File: src/design/fetch_settings.svh
// Instruction fetch settings
`ifndef FETCH_SETTINGS_SVH
`define FETCH_SETTINGS_SVH

// number of instruction bytes the queue can hold
// the prefetcher needs room for two bytes before it starts a word fetch,
// so this must be at least 2
`define FETCH_QUEUE_DEPTH 6

// code segment used after reset, the top of the 1 MB space on an 8086
`define FETCH_RESET_CS 16'hffff

// offset used after reset, the first fetch comes from CS:0000
`define FETCH_RESET_IP 16'h0000

`endif

File: src/design/fetch_pkg.sv
// Instruction fetch types
package fetch_pkg;

    // a single instruction byte as it sits in the queue
    typedef logic [7:0] byte_t;

    // a memory data word, the byte at the odd address is in bits 15:8
    typedef logic [15:0] word_t;

    // segment selectors and IP offsets share this width
    // arithmetic on an offset wraps inside the 64 KB segment
    typedef logic [15:0] offset_t;

    // word address on the memory port
    // this holds physical address bits 19:1, bit 0 is implied by the byte lane
    typedef logic [18:0] waddr_t;

endpackage

File: src/design/fetch_ip_tracker.sv
// Head byte IP tracker
`timescale 1ns/100ps
`include "fetch_settings.svh"

module fetch_ip_tracker (
    input  logic               clk,
    input  logic               reset,
    input  logic               load_new_ip,
    input  fetch_pkg::offset_t new_ip,
    input  logic               rd_en,
    output fetch_pkg::offset_t fetch_ip
);

    // follows the offset of the byte at the head of the queue
    // a branch flushes the queue, so the head then belongs to the new target
    // and the load has to win over a pop in the same cycle
    always_ff @(posedge clk or posedge reset) begin
        if (reset) begin
            fetch_ip <= `FETCH_RESET_IP;
        end else if (load_new_ip) begin
            fetch_ip <= new_ip;
        end else if (rd_en) begin
            // one byte consumed, wrapping at the segment limit
            fetch_ip <= fetch_ip + 16'd1;
        end
    end

endmodule

File: src/design/insn_queue.sv
// Instruction byte queue
`timescale 1ns/100ps
`include "fetch_settings.svh"

module insn_queue #(
    parameter int unsigned DEPTH = `FETCH_QUEUE_DEPTH,
    parameter int unsigned LEVEL_W = $clog2(DEPTH + 1)
) (
    input  logic                  clk,
    input  logic                  reset,
    input  logic                  wr_en,
    input  logic                  flush,
    input  fetch_pkg::byte_t      wr_data,
    input  logic                  rd_en,
    output fetch_pkg::byte_t      rd_data,
    output logic [LEVEL_W-1:0]    level,
    output logic                  empty
);

    localparam int unsigned PTR_W = $clog2(DEPTH);

    fetch_pkg::byte_t   mem [DEPTH];
    logic [PTR_W-1:0]   rd_ptr;
    logic [PTR_W-1:0]   wr_ptr;
    logic [LEVEL_W-1:0] count;
    logic [LEVEL_W-1:0] count_next;
    logic               do_write;
    logic               do_read;

    // the depth need not be a power of two, so pointers wrap explicitly
    function automatic logic [PTR_W-1:0] ptr_inc(input logic [PTR_W-1:0] ptr);
        return (ptr == PTR_W'(DEPTH - 1)) ? '0 : ptr + 1'b1;
    endfunction

    // a flush discards any write or read in the same cycle
    assign do_write = wr_en && !flush && (count != LEVEL_W'(DEPTH));
    assign do_read  = rd_en && !flush && (count != '0);

    always_comb begin
        count_next = count;
        if (do_write && !do_read) begin
            count_next = count + 1'b1;
        end else if (do_read && !do_write) begin
            count_next = count - 1'b1;
        end
    end

    always_ff @(posedge clk or posedge reset) begin
        if (reset) begin
            rd_ptr <= '0;
            wr_ptr <= '0;
            count  <= '0;
            empty  <= 1'b1;
        end else if (flush) begin
            rd_ptr <= '0;
            wr_ptr <= '0;
            count  <= '0;
            empty  <= 1'b1;
        end else begin
            if (do_write) begin
                wr_ptr <= ptr_inc(wr_ptr);
            end
            if (do_read) begin
                rd_ptr <= ptr_inc(rd_ptr);
            end
            count <= count_next;
            // empty falls a cycle after the first byte lands, but rises
            // on the same edge that pops the last byte
            empty <= (count_next == '0) || (count == '0);
        end
    end

    always_ff @(posedge clk) begin
        if (do_write) begin
            mem[wr_ptr] <= wr_data;
        end
    end

    // head byte is always on show
    assign rd_data = mem[rd_ptr];

    // the prefetcher counts bytes written but not yet visible too
    assign level = count;

endmodule

File: src/design/instruction_fetch.sv
// Instruction fetch front end
`timescale 1ns/100ps
`include "fetch_settings.svh"

module instruction_fetch (
    input  logic               clk,
    input  logic               reset,
    // branch target
    input  fetch_pkg::offset_t new_cs,
    input  fetch_pkg::offset_t new_ip,
    input  logic               load_new_ip,
    // memory port
    output logic               mem_access,
    input  logic               mem_ack,
    output fetch_pkg::waddr_t  mem_address,
    input  fetch_pkg::word_t   mem_data,
    // decoder side
    input  logic               rd_en,
    output fetch_pkg::byte_t   rd_data,
    output logic               empty,
    output fetch_pkg::offset_t fetch_ip
);

    localparam int unsigned LEVEL_W = $clog2(`FETCH_QUEUE_DEPTH + 1);

    logic               fifo_wr_en;
    logic               fifo_flush;
    fetch_pkg::byte_t   fifo_wr_data;
    logic [LEVEL_W-1:0] fifo_level;

    prefetch #(
        .DEPTH   (`FETCH_QUEUE_DEPTH),
        .LEVEL_W (LEVEL_W)
    ) u_prefetch (
        .clk          (clk),
        .reset        (reset),
        .new_cs       (new_cs),
        .new_ip       (new_ip),
        .load_new_ip  (load_new_ip),
        .fifo_wr_en   (fifo_wr_en),
        .fifo_flush   (fifo_flush),
        .fifo_wr_data (fifo_wr_data),
        .fifo_level   (fifo_level),
        .mem_access   (mem_access),
        .mem_ack      (mem_ack),
        .mem_address  (mem_address),
        .mem_data     (mem_data)
    );

    insn_queue #(
        .DEPTH   (`FETCH_QUEUE_DEPTH),
        .LEVEL_W (LEVEL_W)
    ) u_queue (
        .clk     (clk),
        .reset   (reset),
        .wr_en   (fifo_wr_en),
        .flush   (fifo_flush),
        .wr_data (fifo_wr_data),
        .rd_en   (rd_en),
        .rd_data (rd_data),
        .level   (fifo_level),
        .empty   (empty)
    );

    // the tracker sees the same branch and pop strobes as the queue
    fetch_ip_tracker u_ip (
        .clk         (clk),
        .reset       (reset),
        .load_new_ip (load_new_ip),
        .new_ip      (new_ip),
        .rd_en       (rd_en),
        .fetch_ip    (fetch_ip)
    );

endmodule

File: src/design/prefetch.sv
// Instruction prefetcher
`timescale 1ns/100ps
`include "fetch_settings.svh"

module prefetch #(
    parameter int unsigned DEPTH = `FETCH_QUEUE_DEPTH,
    parameter int unsigned LEVEL_W = $clog2(DEPTH + 1)
) (
    input  logic                  clk,
    input  logic                  reset,
    // branch target
    input  fetch_pkg::offset_t    new_cs,
    input  fetch_pkg::offset_t    new_ip,
    input  logic                  load_new_ip,
    // queue write side
    output logic                  fifo_wr_en,
    output logic                  fifo_flush,
    output fetch_pkg::byte_t      fifo_wr_data,
    input  logic [LEVEL_W-1:0]    fifo_level,
    // memory port
    output logic                  mem_access,
    input  logic                  mem_ack,
    output fetch_pkg::waddr_t     mem_address,
    input  fetch_pkg::word_t      mem_data
);

    // an access may only start when two bytes of room are left
    localparam logic [LEVEL_W-1:0] ROOM_LIMIT = LEVEL_W'(DEPTH - 2);

    // segment and offset of the next byte to be fetched
    fetch_pkg::offset_t cs;
    fetch_pkg::offset_t fetch_offset;
    // target of a branch that arrived while an access was in flight
    fetch_pkg::offset_t pend_cs;
    fetch_pkg::offset_t pend_ip;
    // set while the access in flight belongs to the old instruction stream
    logic               abort_cur;
    // high half of an even-aligned word, written one cycle after the ack
    fetch_pkg::byte_t   high_byte;
    logic               write_second;
    // holds fetching off until the first edge after reset
    logic               fetch_en;

    logic               ack_ok;
    logic               stale_ack;
    logic               fifo_full;
    fetch_pkg::offset_t next_offset;
    logic [19:0]        phys_addr;

    // an ack either carries bytes for the queue or is dropped after a branch
    assign ack_ok    = mem_ack && !abort_cur;
    assign stale_ack = mem_ack && abort_cur;

    // the queue is too full to take a whole word
    assign fifo_full = fifo_level > ROOM_LIMIT;

    // on a good ack the offset moves on by one, so the address already points
    // at the word that will be fetched next
    assign next_offset = ack_ok ? fetch_offset + 16'd1 : fetch_offset;

    // physical address is CS * 16 + offset, truncated to 20 bits
    assign phys_addr   = {cs, 4'b0000} + {4'b0000, next_offset};
    assign mem_address = phys_addr[19:1];

    // request stays up until the ack, and is dropped while the second byte of
    // a word goes into the queue
    assign mem_access = fetch_en && !fifo_full && !mem_ack && !write_second;

    // a branch empties the queue at once, and the stale ack empties it again
    // in case anything slipped in between
    assign fifo_flush = load_new_ip || stale_ack;

    // nothing is written in a cycle where the queue is being flushed
    assign fifo_wr_en = !load_new_ip && (ack_ok || write_second);

    // an odd offset wants the high lane straight from the bus
    assign fifo_wr_data = mem_ack ? (fetch_offset[0] ? mem_data[15:8] : mem_data[7:0])
                                  : high_byte;

    always_ff @(posedge clk or posedge reset) begin
        if (reset) begin
            fetch_en <= 1'b0;
        end else begin
            fetch_en <= 1'b1;
        end
    end

    // a branch during a visible request marks that access as aborted,
    // the flag clears when its ack comes back
    always_ff @(posedge clk or posedge reset) begin
        if (reset) begin
            abort_cur <= 1'b0;
        end else if (stale_ack) begin
            abort_cur <= 1'b0;
        end else if (mem_access && load_new_ip) begin
            abort_cur <= 1'b1;
        end
    end

    // an even offset means the high byte of the same word is needed next
    always_ff @(posedge clk or posedge reset) begin
        if (reset) begin
            write_second <= 1'b0;
        end else begin
            write_second <= ack_ok && !fetch_offset[0] && !load_new_ip;
        end
    end

    // keep the high lane for the second write
    always_ff @(posedge clk) begin
        if (mem_ack) begin
            high_byte <= mem_data[15:8];
        end
    end

    // pending target, only read back once a stale ack has returned
    always_ff @(posedge clk) begin
        if (load_new_ip) begin
            pend_cs <= new_cs;
            pend_ip <= new_ip;
        end
    end

    // with no access visible a branch takes effect immediately, otherwise the
    // address holds until the aborted access is finished
    always_ff @(posedge clk or posedge reset) begin
        if (reset) begin
            cs           <= `FETCH_RESET_CS;
            fetch_offset <= `FETCH_RESET_IP;
        end else if (load_new_ip && !mem_access) begin
            cs           <= new_cs;
            fetch_offset <= new_ip;
        end else if (stale_ack) begin
            cs           <= pend_cs;
            fetch_offset <= pend_ip;
        end else if (fifo_wr_en) begin
            // wraps inside the segment
            fetch_offset <= fetch_offset + 16'd1;
        end
    end

endmodule

File: config.mk
export PLATFORM = sky130hd
export DESIGN_NAME = instruction_fetch
export DESIGN_NICKNAME = d
export VERILOG_FILES = /design/src/design/fetch_pkg.sv /design/src/design/fetch_ip_tracker.sv /design/src/design/insn_queue.sv /design/src/design/instruction_fetch.sv /design/src/design/prefetch.sv
export VERILOG_INCLUDE_DIRS = /design/src /design/src/design
export SDC_FILE = /design/constraint.sdc
export NUM_CORES = 1
export LEC_CHECK = 0
export BUFFER_PORTS_ARGS = -buffer_cell sky130_fd_sc_hd__buf_2
export CAP_MARGIN = 30
export CORE_MARGIN = 5
export CORE_UTILIZATION = 60
export CTS_CLUSTER_DIAMETER = 200
export DETAILED_ROUTE_END_ITERATION = 6
export GPL_TIMING_DRIVEN = 0
export PLACE_DENSITY = 0.9
export SYNTH_ARGS = -nofsm -noshare
export SYNTH_HDL_FRONTEND = slang
export SYNTH_SLANG_ARGS = --single-unit
File: constraint.sdc
create_clock -name clk -period 10.9 [get_ports clk]
set_clock_uncertainty 0.1 [all_clocks]
set_input_delay 3.27 -clock clk [delete_from_list [all_inputs] [get_ports clk]]
set_output_delay 3.27 -clock clk [all_outputs]
set_load 0.005 [all_outputs]
---- After elaboration in Yosys (flattened, before gate mapping) ----
Memories as Yosys holds them, arrays and structs flattened.
Cells that the tools add are included.
word-level totals
  bits in registers ....................... 101
  bits in writable memories ............... 48
  input bits .............................. 53
  word-level logic and storage cells ...... 87
  memories kept ........................... 1
operators by class
  $add $sub $neg .......................... 7
  $lt $le $gt $ge ......................... 1
  equality and inequality tests ........... 3
  mux-type cells .......................... 24
  reductions and logical operators ........ 38
memory list
  name         depth  bits a word  read ports  clocked after Yosys merged registers in  write ports  line              source
  u_queue.mem  6      8            1           0                                        1            insn_queue.sv:22  fetch_pkg::byte_t mem [DEPTH];
operators with widths
  kind                                                                count
  16-bit two-way mux                                                  8
  16-bit by 1-bit adder with 16-bit output, second input constant     2
  3-bit two-way mux                                                   9
  20-bit by 16-bit adder with 20-bit output                           1
  1-bit logical AND                                                   16
  8-bit two-way mux                                                   2
  1-bit logical NOT                                                   10
  2-bit nonzero test                                                  5
  3-bit by 1-bit adder with 3-bit output, second input constant       3
  3-bit == test, second input constant                                2
  3-bit logical NOT                                                   2
  3-bit nonzero test                                                  2
  1-bit two-way mux                                                   5
  3-bit greater-than comparator, second input constant                1
  1-bit logical OR                                                    3
  3-bit != test, second input constant                                1
  3-bit by 1-bit subtractor with 3-bit output, second input constant  1

---- Logic depth before layout (Yosys ltp) ----
  depth in word-level cells ............... 13
  gate-level depth with buffers ........... 13
  mapped depth without buffers ............ 13

---- By module ----
Synthesis repeated with hierarchy kept, for this count alone.
second synthesis, totals
  cells, all modules ...................... 704
  area, all modules ....................... 7697.4 um2
by module, submodules not included
  module            times used  cells an instance  area an instance (um2)  seq. area each (um2)
  prefetch          1           449                4331.7                  2097.0
  insn_queue        1           154                2448.6                  1692.9
  fetch_ip_tracker  1           101                917.1                   400.4

---- Least setup slack after synthesis ----
OpenSTA, ideal clock, no wires.
  kind .................................... input to output
  start point ............................. input mem_ack
  end point ............................... output mem_address[17]
  data arrival time ....................... 5.202 ns
  required time ........................... 7.530 ns
  slack ................................... 2.328 ns
  cell stages on the path ................. 11
  buffers on the path ..................... 1
  cells stage by stage .................... and2b_1 -> buf_6 -> nand2_1 -> xnor2_1 -> ha_1 -> a21o_1 -> a211oi_1 -> o21bai_1 -> a221oi_1 -> nor2_1 -> xor2_1
on the way
  word-level cells in the longest chain between the ends .. 3
RTL lines
  item                                       line                     source
  start: declaration                         instruction_fetch.sv:14  input logic mem_ack,
  1-bit logical AND                          prefetch.sv:51           assign ack_ok = mem_ack && !abort_cur;
  16-bit two-way mux                         prefetch.sv:59           assign next_offset = ack_ok ? fetch_offset + 16'd1 : fetch_offset;
  20-bit by 16-bit adder with 20-bit output  prefetch.sv:62           assign phys_addr = {cs, 4'b0000} + {4'b0000, next_offset};
  end: declaration                           instruction_fetch.sv:15  output fetch_pkg::waddr_t mem_address,
Every way passes these cells.

---- Worst setup path in the final report ----
  start point ............................. input mem_ack
  end point ............................... output mem_address[13]
The elaborated chain is that of the path after synthesis.

==> results.md <==
* Outcome: finished, final reports clean
* Static Leak at 3.53 nW
* Largest delay contributor family on the critical path: compound AO/OA/AOI/OAI gates
* Worst EP required at 7530 ps
* First-pass GRT wire length at 30900 µm
* Cts bufs inserted at 17
* TritonCTS clock tree: built
* Routed WL per cell at 19.7 µm
* Slew Limit Fails at 0
* Setup violations, final at 0
* Initial antenna violation count at 0
* # diodes at 0
* I/O Buffers at 96
* CP Launch Type: input pin
* FMAX at 0.104 GHz
* Antenna Nets Post-Route at 0
* Hold-fix buffer count after cts at 0
* Post-CTS setup buffers at 0
* Non-filler cells, final at 981
* H-Tree Level Count at 4
* # DRC at 0
* Grt total ovfl at 0
* Critical path, cell by cell: buf_2 -> nand2b_1 -> nor2_1 -> xor2_1 -> ha_1 -> inv_1 -> fa_1 -> nor2b_1 -> o2111ai_1 -> a21oi_1 -> o21ai_0 -> mux2i_1 -> o2111ai_1 -> buf_2
* FFs w/ async S/R, synth at 40.9%
* Cell Area, Placed at 0.00821 mm²
* Worst path max stage delay at 410 ps
* Mapped Nets at 755
* Core ar. at 0.0121 mm²
* Sequential share of the synthesized area at 56.0%
* WHS at 395 ps
* Syn_area_per_cell at 11.0 µm²
* Reg area at 0.00419 mm²
* CTS Buffer Depth at 2
* CP Capture Type: primary output
* Slew margin rel. at 40.7%
* Fin crit share at 88.2%
* Ys Warns at 0
* Root Driver: clkbuf_16
* Final Hold Fails at 0
* Total GRT Usage at 27.2%
* Die Y at 122 µm
* Drt first pass iters at 6
* Vias per Instance at 6.16
* #FFs+latches synth at 149
* Vias at 6046
* Setup TNS at 0 ps
* Fillers at 786
* Number of gates resized after cts at 0
* Die extent in x at 122 µm
* CP bufs+invs at 3
* CTS Sinks at 149
* Post-Synthesis Cells at 681
* Total power at 2.06 mW
* # IOs at 98
* Crit path kind: input pin to primary output
* Vias in the first global route at 6103
* Die footprint at 0.0148 mm²
* CP Data Arrival Time at 6240 ps
* Largest net degree at the start of global routing at 37
* Clk Latency, worst-skew pair at 430 ps
* RSZ-0062 raised after global routing: no
* Multi-input logic area at 0.00307 mm²
* Design Area, Final at 0.00880 mm²
* Worst path slowest cell: fa_1
* Worst-Margin Slew at 889 ps
* Final weighted congestion in routability-driven placement at 0.908
* Minimum clock period after layout at 9610 ps
* Routed wire length at 19300 µm
* Initial Util at 61.7%
* Synth unique cells at 57
* Pwr dens at 234 mW/mm²
* Area added between synthesis and finish at 17.7%
* Most used DFF post-synth: edfxtp_1
* Fraction of layout cells with a size suffix above 1 at 22.0%
* Max-cap violations at 0
* Worst vdd ir at 132 µV
* 1st-iter DRT viols at 815
* Mapped cell area at 0.00748 mm²
* Fin nets at 874
* HPWL Detailed at 13300 µm
* CTS clk-pin slew, worst paths at 60 ps
* Worst Path Max Fanout at 14
* Post-synth EDFFs at 88
* Std cell rows at 40
* Worst min path class: flop to flop
* Placed cells at 949
-- area by class of cell --
| cell class | count | area share (%) |
|---|---|---|
| clock buffer | 21 | 5.00 |
| multi-input combinational | 484 | 34.9 |
| inverter | 10 | 0.426 |
| buffer | 38 | 2.00 |
| tap | 168 | 2.39 |
| sequential | 149 | 47.6 |
| clock inverter | 11 | 1.75 |
| timing repair buffer | 100 | 5.91 |
-- report_power, final --
group          switching [mW]  internal [mW]
clock network           0.232          0.361
registers              0.0613          0.691
logic                   0.414          0.302
total                   0.707           1.35
-- routing by layer --
metal,track usage (%),share of wire (%),vias up
li1,-,-,2686
met1,35.5,39,2897
met2,43.8,49,407
met3,6.73,9.2,56
met4,10.9,3.0,0
met5,0,0,-
-- per-stage QoR --
stage | setup slack [ps] | utilization [%]
final | 1290 | 72.7
after global routing | 1170 | 72.7
after CTS | 1360 | 72.7
after detailed placement | 1410 | 67.8
after global placement | 1540 | 67.4
after floorplan | 2330 | -
-- synthesized netlist by cell type (3+ instances only) --
cell,n,share of area [%]
edfxtp_1,88,35
nand2_1,86,4.3
nor2_1,83,4.2
a21oi_1,47,3.1
dfrtp_1,44,15
xnor2_1,32,3.7
o21ai_0,24,1.6
xor2_1,23,2.7
ha_1,20,3.3
mux2i_1,19,2.5
nand3_1,19,1.3
a31oi_1,17,1.4
dfstp_2,17,6.0
clkbuf_1,16,0.80
buf_2,14,0.94
and3_1,11,0.92
inv_1,10,0.50
nor3_1,10,0.67
a211oi_1,9,0.90
mux4_2,8,2.4
nand2b_1,8,0.67
o21ai_1,8,0.54
nand4_1,6,0.50
a21o_1,5,0.50
buf_1,5,0.25
nor2b_1,5,0.42
a221oi_1,4,0.47
a22oi_1,3,0.30
nand3b_1,3,0.30
o2111ai_1,3,0.35
-- path summary, 6_finish.rpt --
kind | from | endpoint | slack, ps | depth (start not counted)
setup / recovery | mem_ack | mem_address[13] | 1290 | 14
min in group asynchronous | reset | u_queue.wr_ptr[2]$_DFFE_PP0P_ | 2890 | 2
max in group asynchronous | reset | u_prefetch.cs[5]$_DFFE_PP1P_ | 7110 | 3
hold / removal | u_prefetch.cs[5]$_DFFE_PP1P_ | u_prefetch.cs[5]$_DFFE_PP1P_ | 400 | 2
hold reg to reg | u_prefetch.cs[5]$_DFFE_PP1P_ | u_prefetch.cs[5]$_DFFE_PP1P_ | 400 | 2
setup reg to reg | u_queue.level[0]$_DFF_PP0_ | u_prefetch.cs[0]$_DFFE_PP1P_ | 8240 | 10
-- tightest hold or removal path, delay by kind of cell (launching register included) --
kind	cells	cell delay, ps
simple gates	1	50
flops	1	370
compound gates	1	70
-- flip-flops by register name, summed over array words and instances, names as in the netlist --
name,count
u_ip.fetch_ip,16
u_prefetch.abort_cur,1
u_prefetch.cs,16
u_prefetch.fetch_en,1
u_prefetch.fetch_offset,16
u_prefetch.high_byte,8
u_prefetch.pend_cs,16
u_prefetch.pend_ip,16
u_prefetch.write_second,1
u_queue.empty,1
u_queue.level,3
u_queue.mem,48
u_queue.rd_ptr,3
u_queue.wr_ptr,3
-- cells in the final DEF (no fill, tap or decap), types with 3 or more instances in the layout --
cell        synthesis  routed
xor2_1             23      23
a31oi_1            17      17
clkbuf_1           16      20
dfrtp_1            44      44
a211oi_1            9       9
mux2i_1            19      19
inv_1              10       9
and3_1             11      11
mux4_2              8       8
buf_1               5       5
a21oi_1            47      47
xnor2_1            32      32
edfxtp_1           88      88
nor2_1             83      83
nand3_1            19      19
nor2b_1             5       5
nand4_1             6       6
nor3_1             10      10
o2111ai_1           3       3
o21ai_1             8       8
nand2_1            86      86
clkinvlp_4          0       5
dfstp_2            17      17
a221oi_1            4       4
a21o_1              5       5
nand2b_1            8       8
bufinv_16           0       3
a22oi_1             3       3
buf_2              14     111
o21ai_0            24      24
clkbuf_16           0      17
ha_1               20      20
nand3b_1            3       3
-- logic make-up after synthesis --
group	Yosys count	share of synthesized area [%]
multiplexers	27	4.95
other	1	0.0501
flip-flops	149	56.0
buffers and inverters	48	2.86
XOR/XNOR	55	6.44
AO/OA/AOI/OAI	138	11.4
adder cells (fa/ha/maj)	21	3.61
AND/OR/NAND/NOR	242	14.7
No activity file was read; power rests on OpenSTA's default activity.
